**config.mk**
```make
export PLATFORM = sky130hd
export DESIGN_NAME = poly_unit_top
export DESIGN_NICKNAME = d
export VERILOG_FILES = /design/src/poly_pkg.sv /design/src/cmd_decode.sv /design/src/poly_execute.sv /design/src/poly_unit_top.sv /design/src/result_stage.sv /design/src/token_fifo.sv
export SDC_FILE = /design/constraint.sdc
export NUM_CORES = 2
export LEC_CHECK = 0
export BUFFER_PORTS_ARGS = -buffer_cell sky130_fd_sc_hd__buf_2
export CORE_MARGIN = 4
export CORE_UTILIZATION = 60
export DETAILED_ROUTE_END_ITERATION = 12
export PLACE_DENSITY = 0.87
export SLEW_MARGIN = 5
export SYNTH_ARGS = -nofsm -noshare
export SYNTH_HDL_FRONTEND = slang
export SYNTH_HIERARCHICAL = 1
export SYNTH_SLANG_ARGS = --single-unit
```
**constraint.sdc**
```tcl
create_clock -name clk -period 16.5 [get_ports clk]
set_clock_uncertainty 0.2 [all_clocks]
set_input_delay 3.3 -clock clk [delete_from_list [all_inputs] [get_ports clk]]
set_output_delay 3.3 -clock clk [all_outputs]
set_load 0.03 [all_outputs]
```
**src/poly_pkg.sv**
```systemverilog
// Field sizes assume NUM_SLOTS and MAX_DEGREE+1 are powers of two so slot and term indices fill their fields.
package poly_pkg;

   // ############################################################
   // Sizes
   // ############################################################
   localparam int WORD_W     = 16;   // Token and coefficient width.
   localparam int ACC_W      = 32;   // Result width.
   localparam int NUM_SLOTS  = 8;    // Polynomial slots.
   localparam int MAX_DEGREE = 7;    // Highest storable degree.
   localparam int IN_DEPTH   = 4;    // Input buffer, also sender credits.
   localparam int OUT_DEPTH  = 2;    // Result queue depth.

   // Command token bit positions.
   localparam int OPC_MSB  = 15;
   localparam int OPC_LSB  = 14;
   localparam int SLOT_MSB = 13;
   localparam int SLOT_LSB = 11;
   localparam int DEG_MSB  = 4;
   localparam int DEG_LSB  = 0;     // Bits 10..5 are ignored.

   // ############################################################
   // Types
   // ############################################################
   typedef logic [WORD_W-1:0]                word_t;     // Token or coefficient.
   typedef logic [ACC_W-1:0]                 acc_t;      // Horner accumulator.
   typedef logic [SLOT_MSB-SLOT_LSB:0]       slot_t;     // Slot number.
   typedef logic [DEG_MSB-DEG_LSB:0]         degree_t;   // Raw degree, may exceed MAX_DEGREE.
   typedef logic [$clog2(MAX_DEGREE+1)-1:0]  term_t;     // Coefficient index.

   typedef enum logic [1:0] {
      STP = 2'd0,                    // Store polynomial.
      EVP = 2'd1,                    // Evaluate polynomial.
      RST = 2'd2,                    // Clear all slots.
      RSV = 2'd3                     // Reserved.
   } opcode_t;

   typedef enum logic [1:0] {
      ST_OK     = 2'd0,
      ST_UNDEF  = 2'd1,              // EVP on an empty slot.
      ST_DEGREE = 2'd2,              // STP above MAX_DEGREE.
      ST_BADOP  = 2'd3               // Reserved opcode seen.
   } status_t;

   typedef enum logic [1:0] {
      K_COEF,                        // One STP coefficient.
      K_EVAL,                        // EVP with its x.
      K_CLEAR,                       // RST.
      K_BADOP                        // Reserved opcode.
   } exec_kind_t;

   // Operation from decode to execute, 29 bits.
   typedef struct packed {
      exec_kind_t kind;
      slot_t      slot;
      degree_t    degree;
      term_t      term;
      word_t      word;              // Coefficient or x.
   } exec_op_t;

   // Result record, 34 bits.
   typedef struct packed {
      acc_t    value;
      status_t status;
   } result_t;

endpackage

```
**src/cmd_decode.sv**
```systemverilog
// Sender must respect its IN_DEPTH credits, and an over-degree STP still consumes all of its coefficient tokens.
`timescale 1ns/100ps
module cmd_decode
   import poly_pkg::*;
(
   input  logic     clk,
   input  logic     rst,
   input  logic     in_valid,
   input  word_t    in_token,
   output logic     in_credit,
   output logic     op_valid,
   output exec_op_t op,
   input  logic     op_ready
);
   typedef enum logic [1:0] {P_CMD, P_COEF, P_X} parse_state_t;

   parse_state_t state;
   word_t        head;                             // Buffer head token.
   logic         buf_empty;
   logic         pop;
   opcode_t      head_opc;
   slot_t        cur_slot;                         // Slot of current STP or EVP.
   degree_t      cur_degree;                       // Degree of current STP.
   degree_t      coef_cnt;                         // Coefficients taken so far.
   logic         last_coef;
   logic         over_degree;

   // ############################################################
   // Input buffer and credit return
   // ############################################################
   token_fifo #(
      .DEPTH  (IN_DEPTH),
      .item_t (word_t)
   ) in_buf (
      .clk       (clk),
      .rst       (rst),
      .push      (in_valid),
      .push_item (in_token),
      .pop       (pop),
      .pop_item  (head),
      .empty     (buf_empty),
      .full      ()                                // Credits keep it from overflowing.
   );

   assign pop       = !buf_empty && (op_ready || !op_valid);   // Header-only tokens pop freely.
   assign in_credit = pop;                         // One credit per token taken.

   // ############################################################
   // Parser
   // ############################################################
   assign head_opc    = opcode_t'(head[OPC_MSB:OPC_LSB]);
   assign last_coef   = (coef_cnt == cur_degree);
   assign over_degree = (cur_degree > degree_t'(MAX_DEGREE));

   always_comb
   begin
      op_valid  = 1'b0;
      op.kind   = K_BADOP;
      op.slot   = cur_slot;
      op.degree = cur_degree;
      op.term   = term_t'(coef_cnt);
      op.word   = head;
      case (state)
         P_CMD:
         begin
            op.slot   = head[SLOT_MSB:SLOT_LSB];
            op.degree = head[DEG_MSB:DEG_LSB];
            op.term   = '0;
            op.kind   = (head_opc == RST) ? K_CLEAR : K_BADOP;
            op_valid  = !buf_empty && (head_opc == RST || head_opc == RSV);   // STP/EVP emit nothing yet.
         end
         P_COEF:
         begin
            op.kind  = K_COEF;
            if (over_degree)
               op.term = last_coef ? term_t'(MAX_DEGREE) : '0;   // Top index flags the last one.
            op_valid = !buf_empty;
         end
         P_X:
         begin
            op.kind  = K_EVAL;                     // Word carries x.
            op_valid = !buf_empty;
         end
         default:
            op_valid = 1'b0;
      endcase
   end

   always_ff @(posedge clk or negedge rst)
   begin
      if (!rst)
      begin
         state    <= P_CMD;
         coef_cnt <= '0;
      end
      else if (pop)
      begin
         case (state)
            P_CMD:
            begin
               coef_cnt <= '0;
               if (head_opc == STP)
                  state <= P_COEF;
               else if (head_opc == EVP)
                  state <= P_X;
            end
            P_COEF:
            begin
               if (last_coef)
               begin
                  state    <= P_CMD;               // Degree+1 tokens consumed.
                  coef_cnt <= '0;
               end
               else
                  coef_cnt <= coef_cnt + 1'b1;
            end
            P_X:
               state <= P_CMD;
            default:
               state <= P_CMD;
         endcase
      end
   end

   // Command fields held for the argument tokens.
   always_ff @(posedge clk)
   begin
      if (pop && state == P_CMD)
      begin
         cur_slot   <= head[SLOT_MSB:SLOT_LSB];
         cur_degree <= head[DEG_MSB:DEG_LSB];
      end
   end

endmodule

```
**src/poly_execute.sv**
```systemverilog
// One operation at a time; EVP takes degree+1 cycles with op_ready low and arithmetic wraps modulo 2^32.
`timescale 1ns/100ps
module poly_execute
   import poly_pkg::*;
(
   input  logic     clk,
   input  logic     rst,
   input  logic     op_valid,
   input  exec_op_t op,
   output logic     op_ready,
   output logic     rv_valid,
   output result_t  rv,
   input  logic     rv_ready
);
   typedef enum logic [1:0] {X_IDLE, X_EVAL, X_OUT} exec_state_t;

   exec_state_t          state;
   word_t                coef_mem [NUM_SLOTS][MAX_DEGREE+1];   // Coefficient store.
   term_t                slot_deg [NUM_SLOTS];                 // Stored degree per slot.
   logic [NUM_SLOTS-1:0] slot_valid;                           // Slot holds a polynomial.
   slot_t                eval_slot;
   term_t                eval_term;                            // Horner index, counts down.
   word_t                x_reg;
   acc_t                 acc;
   acc_t                 horner_next;
   result_t              res_reg;                              // Pending result.
   logic                 take;
   logic                 legal_deg;
   logic                 is_last;

   assign op_ready = (state == X_IDLE);
   assign rv_valid = (state == X_OUT);
   assign rv       = res_reg;
   assign take     = op_valid && op_ready;

   assign legal_deg = (op.degree <= degree_t'(MAX_DEGREE));
   assign is_last   = legal_deg ? (op.term == term_t'(op.degree))
                                : (op.term == term_t'(MAX_DEGREE));   // Decoder marks over-degree end.

   // Multiply by x, then add the next lower coefficient.
   assign horner_next = acc * acc_t'(x_reg) + acc_t'(coef_mem[eval_slot][eval_term]);

   // ############################################################
   // Control FSM and slot-valid table
   // ############################################################
   always_ff @(posedge clk or negedge rst)
   begin
      if (!rst)
      begin
         state      <= X_IDLE;
         slot_valid <= '0;
      end
      else
      begin
         case (state)
            X_IDLE:
            begin
               if (take)
               begin
                  case (op.kind)
                     K_COEF:
                     begin
                        if (is_last)
                        begin
                           state <= X_OUT;                   // STP reports degree.
                           if (legal_deg)
                              slot_valid[op.slot] <= 1'b1;
                        end
                     end
                     K_EVAL:
                        state <= slot_valid[op.slot] ? X_EVAL : X_OUT;
                     K_CLEAR:
                        slot_valid <= '0;                    // No result for RST.
                     default:
                        state <= X_OUT;                      // Bad opcode.
                  endcase
               end
            end
            X_EVAL:
            begin
               if (eval_term == '0)
                  state <= X_OUT;                            // Constant term added.
            end
            X_OUT:
            begin
               if (rv_ready)
                  state <= X_IDLE;                           // Stalls while queue full.
            end
            default:
               state <= X_IDLE;
         endcase
      end
   end

   // ############################################################
   // Memory, Horner datapath and result register
   // ############################################################
   always_ff @(posedge clk)
   begin
      if (take && op.kind == K_COEF)
      begin
         if (legal_deg)
            coef_mem[op.slot][op.term] <= op.word;           // Over-degree words dropped.
         if (is_last && legal_deg)
            slot_deg[op.slot] <= term_t'(op.degree);
         res_reg.value  <= acc_t'(op.degree);
         res_reg.status <= legal_deg ? ST_OK : ST_DEGREE;
      end
      else if (take && op.kind == K_EVAL)
      begin
         eval_slot      <= op.slot;
         eval_term      <= slot_deg[op.slot];                 // Start at top term.
         x_reg          <= op.word;
         acc            <= '0;
         res_reg.value  <= '0;                                // Kept only if slot undefined.
         res_reg.status <= ST_UNDEF;
      end
      else if (take && op.kind == K_BADOP)
      begin
         res_reg.value  <= '0;
         res_reg.status <= ST_BADOP;
      end
      else if (state == X_EVAL)
      begin
         acc       <= horner_next;
         eval_term <= eval_term - 1'b1;
         if (eval_term == '0)
         begin
            res_reg.value  <= horner_next;                    // Final sum.
            res_reg.status <= ST_OK;
         end
      end
   end

endmodule

```
**src/poly_unit_top.sv**
```systemverilog
// Both external ports use credit flow control with IN_DEPTH and OUT_DEPTH initial credits.
`timescale 1ns/100ps
module poly_unit_top
   import poly_pkg::*;
(
   input  logic    clk,
   input  logic    rst,
   input  logic    in_valid,
   input  word_t   in_token,
   output logic    in_credit,
   output logic    res_valid,
   output result_t res,
   input  logic    res_credit
);
   exec_op_t op;                                   // Decode to execute.
   logic     op_valid;
   logic     op_ready;
   result_t  rv;                                   // Execute to result queue.
   logic     rv_valid;
   logic     rv_ready;

   cmd_decode cmd_decode_inst (
      .clk       (clk),
      .rst       (rst),
      .in_valid  (in_valid),
      .in_token  (in_token),
      .in_credit (in_credit),
      .op_valid  (op_valid),
      .op        (op),
      .op_ready  (op_ready)
   );

   poly_execute poly_execute_inst (
      .clk      (clk),
      .rst      (rst),
      .op_valid (op_valid),
      .op       (op),
      .op_ready (op_ready),
      .rv_valid (rv_valid),
      .rv       (rv),
      .rv_ready (rv_ready)
   );

   result_stage result_stage_inst (
      .clk        (clk),
      .rst        (rst),
      .rv_valid   (rv_valid),
      .rv         (rv),
      .rv_ready   (rv_ready),
      .res_valid  (res_valid),
      .res        (res),
      .res_credit (res_credit)
   );

endmodule

```
**src/result_stage.sv**
```systemverilog
// Receiver starts with OUT_DEPTH free slots and must return exactly one credit per result taken.
`timescale 1ns/100ps
module result_stage
   import poly_pkg::*;
(
   input  logic    clk,
   input  logic    rst,
   input  logic    rv_valid,
   input  result_t rv,
   output logic    rv_ready,
   output logic    res_valid,
   output result_t res,
   input  logic    res_credit
);
   typedef logic [$clog2(OUT_DEPTH+1)-1:0] credit_t;

   credit_t credit_cnt;                            // Free slots at receiver.
   logic    q_empty;
   logic    q_full;
   logic    send;

   // ############################################################
   // Result queue
   // ############################################################
   token_fifo #(
      .DEPTH  (OUT_DEPTH),
      .item_t (result_t)
   ) res_q (
      .clk       (clk),
      .rst       (rst),
      .push      (rv_valid),                       // Ignored while full.
      .push_item (rv),
      .pop       (send),
      .pop_item  (res),
      .empty     (q_empty),
      .full      (q_full)
   );

   assign rv_ready  = !q_full;                     // Full queue stalls execute.
   assign send      = !q_empty && (credit_cnt != '0);
   assign res_valid = send;                        // One result per cycle at most.

   // ############################################################
   // Output credit counter
   // ############################################################
   always_ff @(posedge clk or negedge rst)
   begin
      if (!rst)
         credit_cnt <= credit_t'(OUT_DEPTH);
      else
      begin
         case ({send, res_credit})
            2'b10:   credit_cnt <= credit_cnt - 1'b1;
            2'b01:   credit_cnt <= credit_cnt + 1'b1;
            default: credit_cnt <= credit_cnt;     // Send and return cancel.
         endcase
      end
   end

endmodule

```
**src/token_fifo.sv**
```systemverilog
// Needs DEPTH of at least 2 and silently drops a push when full or a pop when empty.
`timescale 1ns/100ps
module token_fifo
#(
   parameter int  DEPTH  = 2,
   parameter type item_t = logic
)
(
   input  logic  clk,
   input  logic  rst,
   input  logic  push,
   input  item_t push_item,
   input  logic  pop,
   output item_t pop_item,
   output logic  empty,
   output logic  full
);
   typedef logic [$clog2(DEPTH)-1:0]   ptr_t;
   typedef logic [$clog2(DEPTH+1)-1:0] cnt_t;

   item_t mem [DEPTH];                             // Storage, no reset.
   ptr_t  wr_ptr;
   ptr_t  rd_ptr;
   cnt_t  count;                                   // Occupancy.
   logic  do_push;
   logic  do_pop;

   assign do_push  = push && !full;                // Drop on overflow.
   assign do_pop   = pop && !empty;                // Drop on underflow.
   assign empty    = (count == '0);
   assign full     = (count == cnt_t'(DEPTH));
   assign pop_item = mem[rd_ptr];                  // Head shown without a pop.

   always_ff @(posedge clk)
   begin
      if (do_push)
         mem[wr_ptr] <= push_item;
   end

   always_ff @(posedge clk or negedge rst)
   begin
      if (!rst)
      begin
         wr_ptr <= '0;
         rd_ptr <= '0;
         count  <= '0;
      end
      else
      begin
         if (do_push)
            wr_ptr <= (wr_ptr == ptr_t'(DEPTH - 1)) ? '0 : wr_ptr + 1'b1;   // Wrap.
         if (do_pop)
            rd_ptr <= (rd_ptr == ptr_t'(DEPTH - 1)) ? '0 : rd_ptr + 1'b1;
         case ({do_push, do_pop})
            2'b10:   count <= count + 1'b1;
            2'b01:   count <= count - 1'b1;
            default: count <= count;                // Both or neither.
         endcase
      end
   end

endmodule

```
== Yosys cells after proc, flatten, opt, wreduce, memory -nomap -nowiden ==
Memories as Yosys holds them, arrays and structs flattened. A register that Yosys moved wholly into a read port is not among the register bits.
Index checks and enable logic that the tools add are counted.

* Add/subtract/negate cells: 13
* Multiply operators: 1
* $lt $le $gt $ge: 7
* Equality and inequality tests: 33
* Muxes and demuxes: 62
* Bitwise logic cells: 4
* Reduce and logical (&&, ||, !) cells: 48

{| class="wikitable"
|+ Operators with widths
! cell !! number
|-
| two-way mux 128 bit || 1
|-
| two-way mux 32 bit || 2
|-
| binary-select mux 16 bit (select 3 bit) || 1
|-
| demux 16 bit (select 3 bit) || 1
|-
| two-way mux 16 bit || 3
|-
| two-way mux 7 bit || 5
|-
| adder 32 x 16 -> 32 bit || 1
|-
| multiplier 32 x 16 -> 32 bit || 1
|-
| equality test 2 bit (second input constant) || 12
|-
| two-way mux 8 bit || 3
|-
| two-way mux 2 bit || 11
|-
| two-way mux 3 bit || 6
|-
| one-hot mux 2 bit (3 select lines) || 3
|-
| one-hot mux 8 bit (2 select lines) || 1
|-
| logical AND 1 bit || 15
|-
| two-way mux 1 bit || 15
|-
| equality test 2 x 1 -> 1 bit (second input constant) || 7
|-
| nonzero test 2 bit || 7
|-
| inequality test 2 x 1 -> 1 bit (second input constant) || 6
|-
| one-hot mux 2 bit (2 select lines) || 3
|-
| one-hot mux 3 bit (2 select lines) || 2
|-
| zero test 2 bit || 5
|-
| one-hot mux 5 bit (2 select lines) || 1
|-
| AND reduction 5 bit || 2
|-
| 33 further kinds || 54
|}

* Register bits after elaboration: 126
* RAM bits: 1180
* Bits of input ports: 20
* Output and inout port bits: 36
* Logic and storage cells: 192
* Memories: 4

{| class="wikitable"
|+ Memories
! name !! words !! bits a word !! read ports !! clocked after Yosys merged registers in !! wr ports !! line !! RTL
|-
| poly_execute_inst.coef_mem || 8 || 128 || 1 || 1 || 1 || poly_execute.sv:18 || <nowiki>word_t coef_mem [NUM_SLOTS][MAX_DEGREE+1];</nowiki>
|-
| result_stage_inst.res_q.mem || 2 || 34 || 1 || 0 || 1 || token_fifo.sv:21 || <nowiki>item_t mem [DEPTH];</nowiki>
|-
| cmd_decode_inst.in_buf.mem || 4 || 16 || 1 || 0 || 1 || token_fifo.sv:21 ||
|-
| poly_execute_inst.slot_deg || 8 || 3 || 1 || 0 || 1 || poly_execute.sv:19 || <nowiki>term_t slot_deg [NUM_SLOTS];</nowiki>
|}

== Longest topological paths before layout ==
An unclocked memory read counts as a cell.

* Depth after elaboration: 11
* Depth in mapped cells: 24
* Gate-level depth less buffers: 22

== Modules after synthesis ==
Netlist, hierarchy kept.

{| class="wikitable"
|+ By module, submodules not included
! module !! times used !! cells an instance !! area each (sq um) !! sequential area each (sq um)
|-
| poly_execute || 1 || 3348 || 56026.2 || 34152.8
|-
| token_fifo at result_stage_inst.res_q || 1 || 124 || 2801.4 || 2142.1
|-
| token_fifo at cmd_decode_inst.in_buf || 1 || 124 || 2800.2 || 2097.0
|-
| cmd_decode || 1 || 91 || 967.2 || 415.4
|-
| result_stage || 1 || 11 || 111.4 || 51.3
|}

== Worst setup path after synthesis ==
No wires, ideal clock.

* Path kind: flip-flop to flip-flop
* Start point: reg (tool-made name)
* End point: reg poly_execute_inst.acc[31], data pin
* Setup time: 0.266 ns
* Arrival time: 6.241 ns
* Data required time: 16.034 ns
* Slack: 9.794 ns
* Stages on the path, launching flop included: 24
* Path buffers: 3
* Period minus slack after synthesis: 6.706 ns
* Cells stage by stage: dfxtp_1 -> buf_2 -> buf_1 -> mux4_2 -> mux4_2 -> mux4_2 -> inv_1 -> fa_1 -> inv_1 -> fa_1 -> fa_1 -> inv_1 -> fa_1 -> inv_1 -> ha_1 -> clkbuf_1 -> o21ai_0 -> o21ai_0 -> o211ai_1 -> o32ai_1 -> o311ai_0 -> o21ai_0 -> xnor2_1 -> nor2_1

{| class="wikitable"
|+ RTL lines
! what !! line !! RTL
|-
| end signal, assigned || poly_execute.sv:125 || <nowiki>acc <= horner_next;</nowiki>
|-
| end, declared || poly_execute.sv:24 || <nowiki>acc_t acc;</nowiki>
|}

==> impl_metrics.py <==
metrics = {
    "synth": {
        "synth_xor_area_frac": 0.0100,
        "synth_top_family_by_area": "multiplexers",
        "yosys.area_share.simple": 0.0523,
        "muxShareOfSynthArea": 0.137,
        "netlist_area_mm2": 0.0627,
        "synth_edf_count": 1249,
        "syn_inst": 3698,
        "synth_common_cells": "edfxtp_1 (1249), inv_1 (456), mux4_2 (344)",
        "yosysTopAreaCell": "edfxtp_1",
        "synth_top_area_share": 0.598,
        "yosysUniqueCellTypes": 74,
        "syn_avg_cell_area_um2": 17.0,
        "synth-compound-area-share": 0.0197,
        "yosysMostFrequentCell": "edfxtp_1",
        "yosysSeqAreaShare": 0.620,
        "synthTopCellsByArea": "edfxtp_1 (60%), mux4_2 (12%), fa_1 (10%)",
        "synth_adder_area_share": 0.122,
        "syn_nets": 4135,
        "synthArstFlopShare": 0.0229,
        "yosys_register_bits": 1309,
        "synth_flop_cell": "edfxtp_1",
        "yosysWarnings": 6,
    },
    "layout": {
        "largest_reg_flops": 1024,
        "largest-register": "poly_execute_inst/coef_mem",
        "multiInputGateArea_mm2": 0.0214,
        "ff_latch_area_mm2": 0.0389,
        "top_regs": "poly_execute_inst/coef_mem x1024, result_stage_inst/res_q/mem x68, cmd_decode_inst/in_buf/mem x64",
        "drive_above_1_share": 0.193,
        "fillerInstances": 6328,
        "final_nets": 4244,
        "syn_to_final_growth_pct": 9.29,
    },
    "worst_setup_path": {
        "required_ns": 16.90,
        "reg2reg_depth": 22,
        "startpoint_type": "register",
        "path_max_fanout": 143,
        "slowest_delay_ns": 0.90,
        "path_cells": "buf_4 -> buf_12 -> mux4_2 -> mux4_2 -> mux4_2 -> inv_1 -> fa_1 -> inv_1 -> fa_1 -> fa_1 -> inv_1 -> fa_1 -> inv_1 -> ha_1 -> nand4_1 -> nor3_1 -> nor2_1 -> o21ai_0 -> nand2_1 -> o21ai_0 -> xor2_1 -> and2_1",
        "regToRegEndpoint": "poly_execute_inst/acc[19]$_SDFFCE_PP0P_",
        "critical_path_class": "reg -> reg",
        "worstSetupEndpointType": "register",
        "cp_top_family": "adder cells",
        "r2r_slack_ns": 7.11,
        "path_buf_inv": 6,
        "crit_slowest_cell": "buf_4",
        "critPathArrivalTime_ns": 9.80,
    },
    "sta": {
        "period_share": 0.569,
        "hold_ws_ns": 0.255,
        "final_max_slew_viol_count": 0,
        "worst_slack_ns": 7.11,
        "fmax_mhz": 106,
        "worst_pin_slew_ns": 1.23,
        "rsz0062_at_grt": "false",
        "finalHoldViolCount": 0,
        "setup_viol": 0,
        "fin_setup_tns_ns": 0,
        "maxSlewHeadroom": 0.183,
        "finalCriticalPeriod_ns": 9.39,
    },
    "place": {
        "hpwl_um": 96600,
        "pre_cts_slack_ns": 7.22,
        "place_congestion": 0.884,
        "io_buffer_count": 55,
    },
    "clocking": {
        "cts.sinks": 1309,
        "postCtsSetupRepairBufs": 0,
        "clk_pin_slew_ns": 0.07,
        "cts_tree": "done",
        "cts_max_level": 3,
        "clockRootBuffer": "clkbuf_16",
        "cts_hold_buf": 0,
        "post_cts_resized": 0,
        "cts_buffer_depth": 3,
        "numCtsBuffers": 115,
        "clock_latency_ns": 0.73,
    },
    "die": {
        "ios": 56,
        "core_mm2": 0.104,
        "die_x_um": 331,
        "die-area_mm2": 0.110,
        "die_y_um": 331,
        "rows": 118,
        "initial_core_util": 0.605,
    },
    "outcome": {
        "violations": "antenna violations",
        "status": "finished with violations",
    },
    "grt": {
        "grt_first_pass_wirelength_um": 251000,
        "grt_pass1_vias": 37400,
        "grt_use_total": 0.311,
        "grt_overflow": 0,
        "antenna_found_initial": 10,
        "grt_max_degree": 144,
    },
    "worst_hold_path": {
        "min_from": "poly_execute_inst/rv[4]$_DFFE_PP_",
        "min_delay_path_depth": 0,
        "hold_path_class": "reg -> reg",
        "min_to": "result_stage_inst/res_q/mem[1][4]$_DFFE_PP_",
    },
    "routing": {
        "wirelength_um": 169000,
        "routed-via-count": 35400,
        "drtIter0Drc": 5775,
        "postRouteAntennaNets": 1,
        "route.detailed.drc": 0,
        "wl_per_cell_um": 32.0,
        "dr.pass1.iters": 6,
        "drt-vias-per-instance": 6.69,
    },
    "flow_run": {
        "maxCapViolCount": 0,
    },
}
-- stage by stage --
step                 util  instance area (µm²)  instances
floorplan               -                62700       3698
detailed placement  0.625                64700       5069
CTS                 0.661                68500       5280
global placement    0.625                64700       5069
finish              0.661                68500       5289
global route        0.661                68500       5281
-- logic make-up (layout without fill, tap and decap cells) --
kind of cell,Yosys count,in the layout
buffers and inverters,624,827
AO/OA/AOI/OAI,180,180
other,0,8
multiplexers,399,399
adder cells (fa/ha/maj),417,417
AND/OR/NAND/NOR,698,698
XOR/XNOR,71,71
flip-flops,1309,1309
-- how the worst max path moves through the flow --
stage | from | endpoint | cells past startpoint | slack (ns)
after global routing | register | poly_execute_inst/acc[31]$_SDFFCE_PP0P_ | 22 | 6.71
after CTS | register | poly_execute_inst/acc[31]$_SDFFCE_PP0P_ | 21 | 7.11
final | register | poly_execute_inst/acc[19]$_SDFFCE_PP0P_ | 22 | 7.11
after global placement | register | poly_execute_inst/acc[31]$_SDFFCE_PP0P_ | 22 | 7.52
after detailed placement | register | poly_execute_inst/acc[31]$_SDFFCE_PP0P_ | 21 | 7.22
after floorplan | register | poly_execute_inst/acc[31]$_SDFFCE_PP0P_ | 23 | 9.79
-- routing by layer --
metal,up-vias,track usage,share of wire
li1,13600,-,-
met2,3053,0.509,0.49
met1,17900,0.383,0.31
met4,12,0.194,0.078
met5,-,0,0.00046
met3,833,0.0658,0.12
-- placed cells by master (no fill, tap or decap), types with 47 or more instances in the layout --
cell,n
mux4_2,348
xnor2_1,47
inv_1,456
buf_4,100
fa_1,320
and2_1,174
clkbuf_16,115
edfxtp_1,1249
buf_2,55
nor2_1,130
ha_1,97
nand2_1,299
-- final cells by class --
cell class | instances | share of cell area
well taps | 1380 | 0.0252
clock buffers | 140 | 0.0441
diodes | 8 | 0.000292
multi-input cells | 1765 | 0.312
clock inverters | 71 | 0.0104
flip-flops and latches | 1309 | 0.567
repair buffers | 159 | 0.0162
inverters | 457 | 0.0250
Power is left out: the tool's default activity adds up to more than one toggle a clock period on the data nets, which glitch-free logic cannot reach.
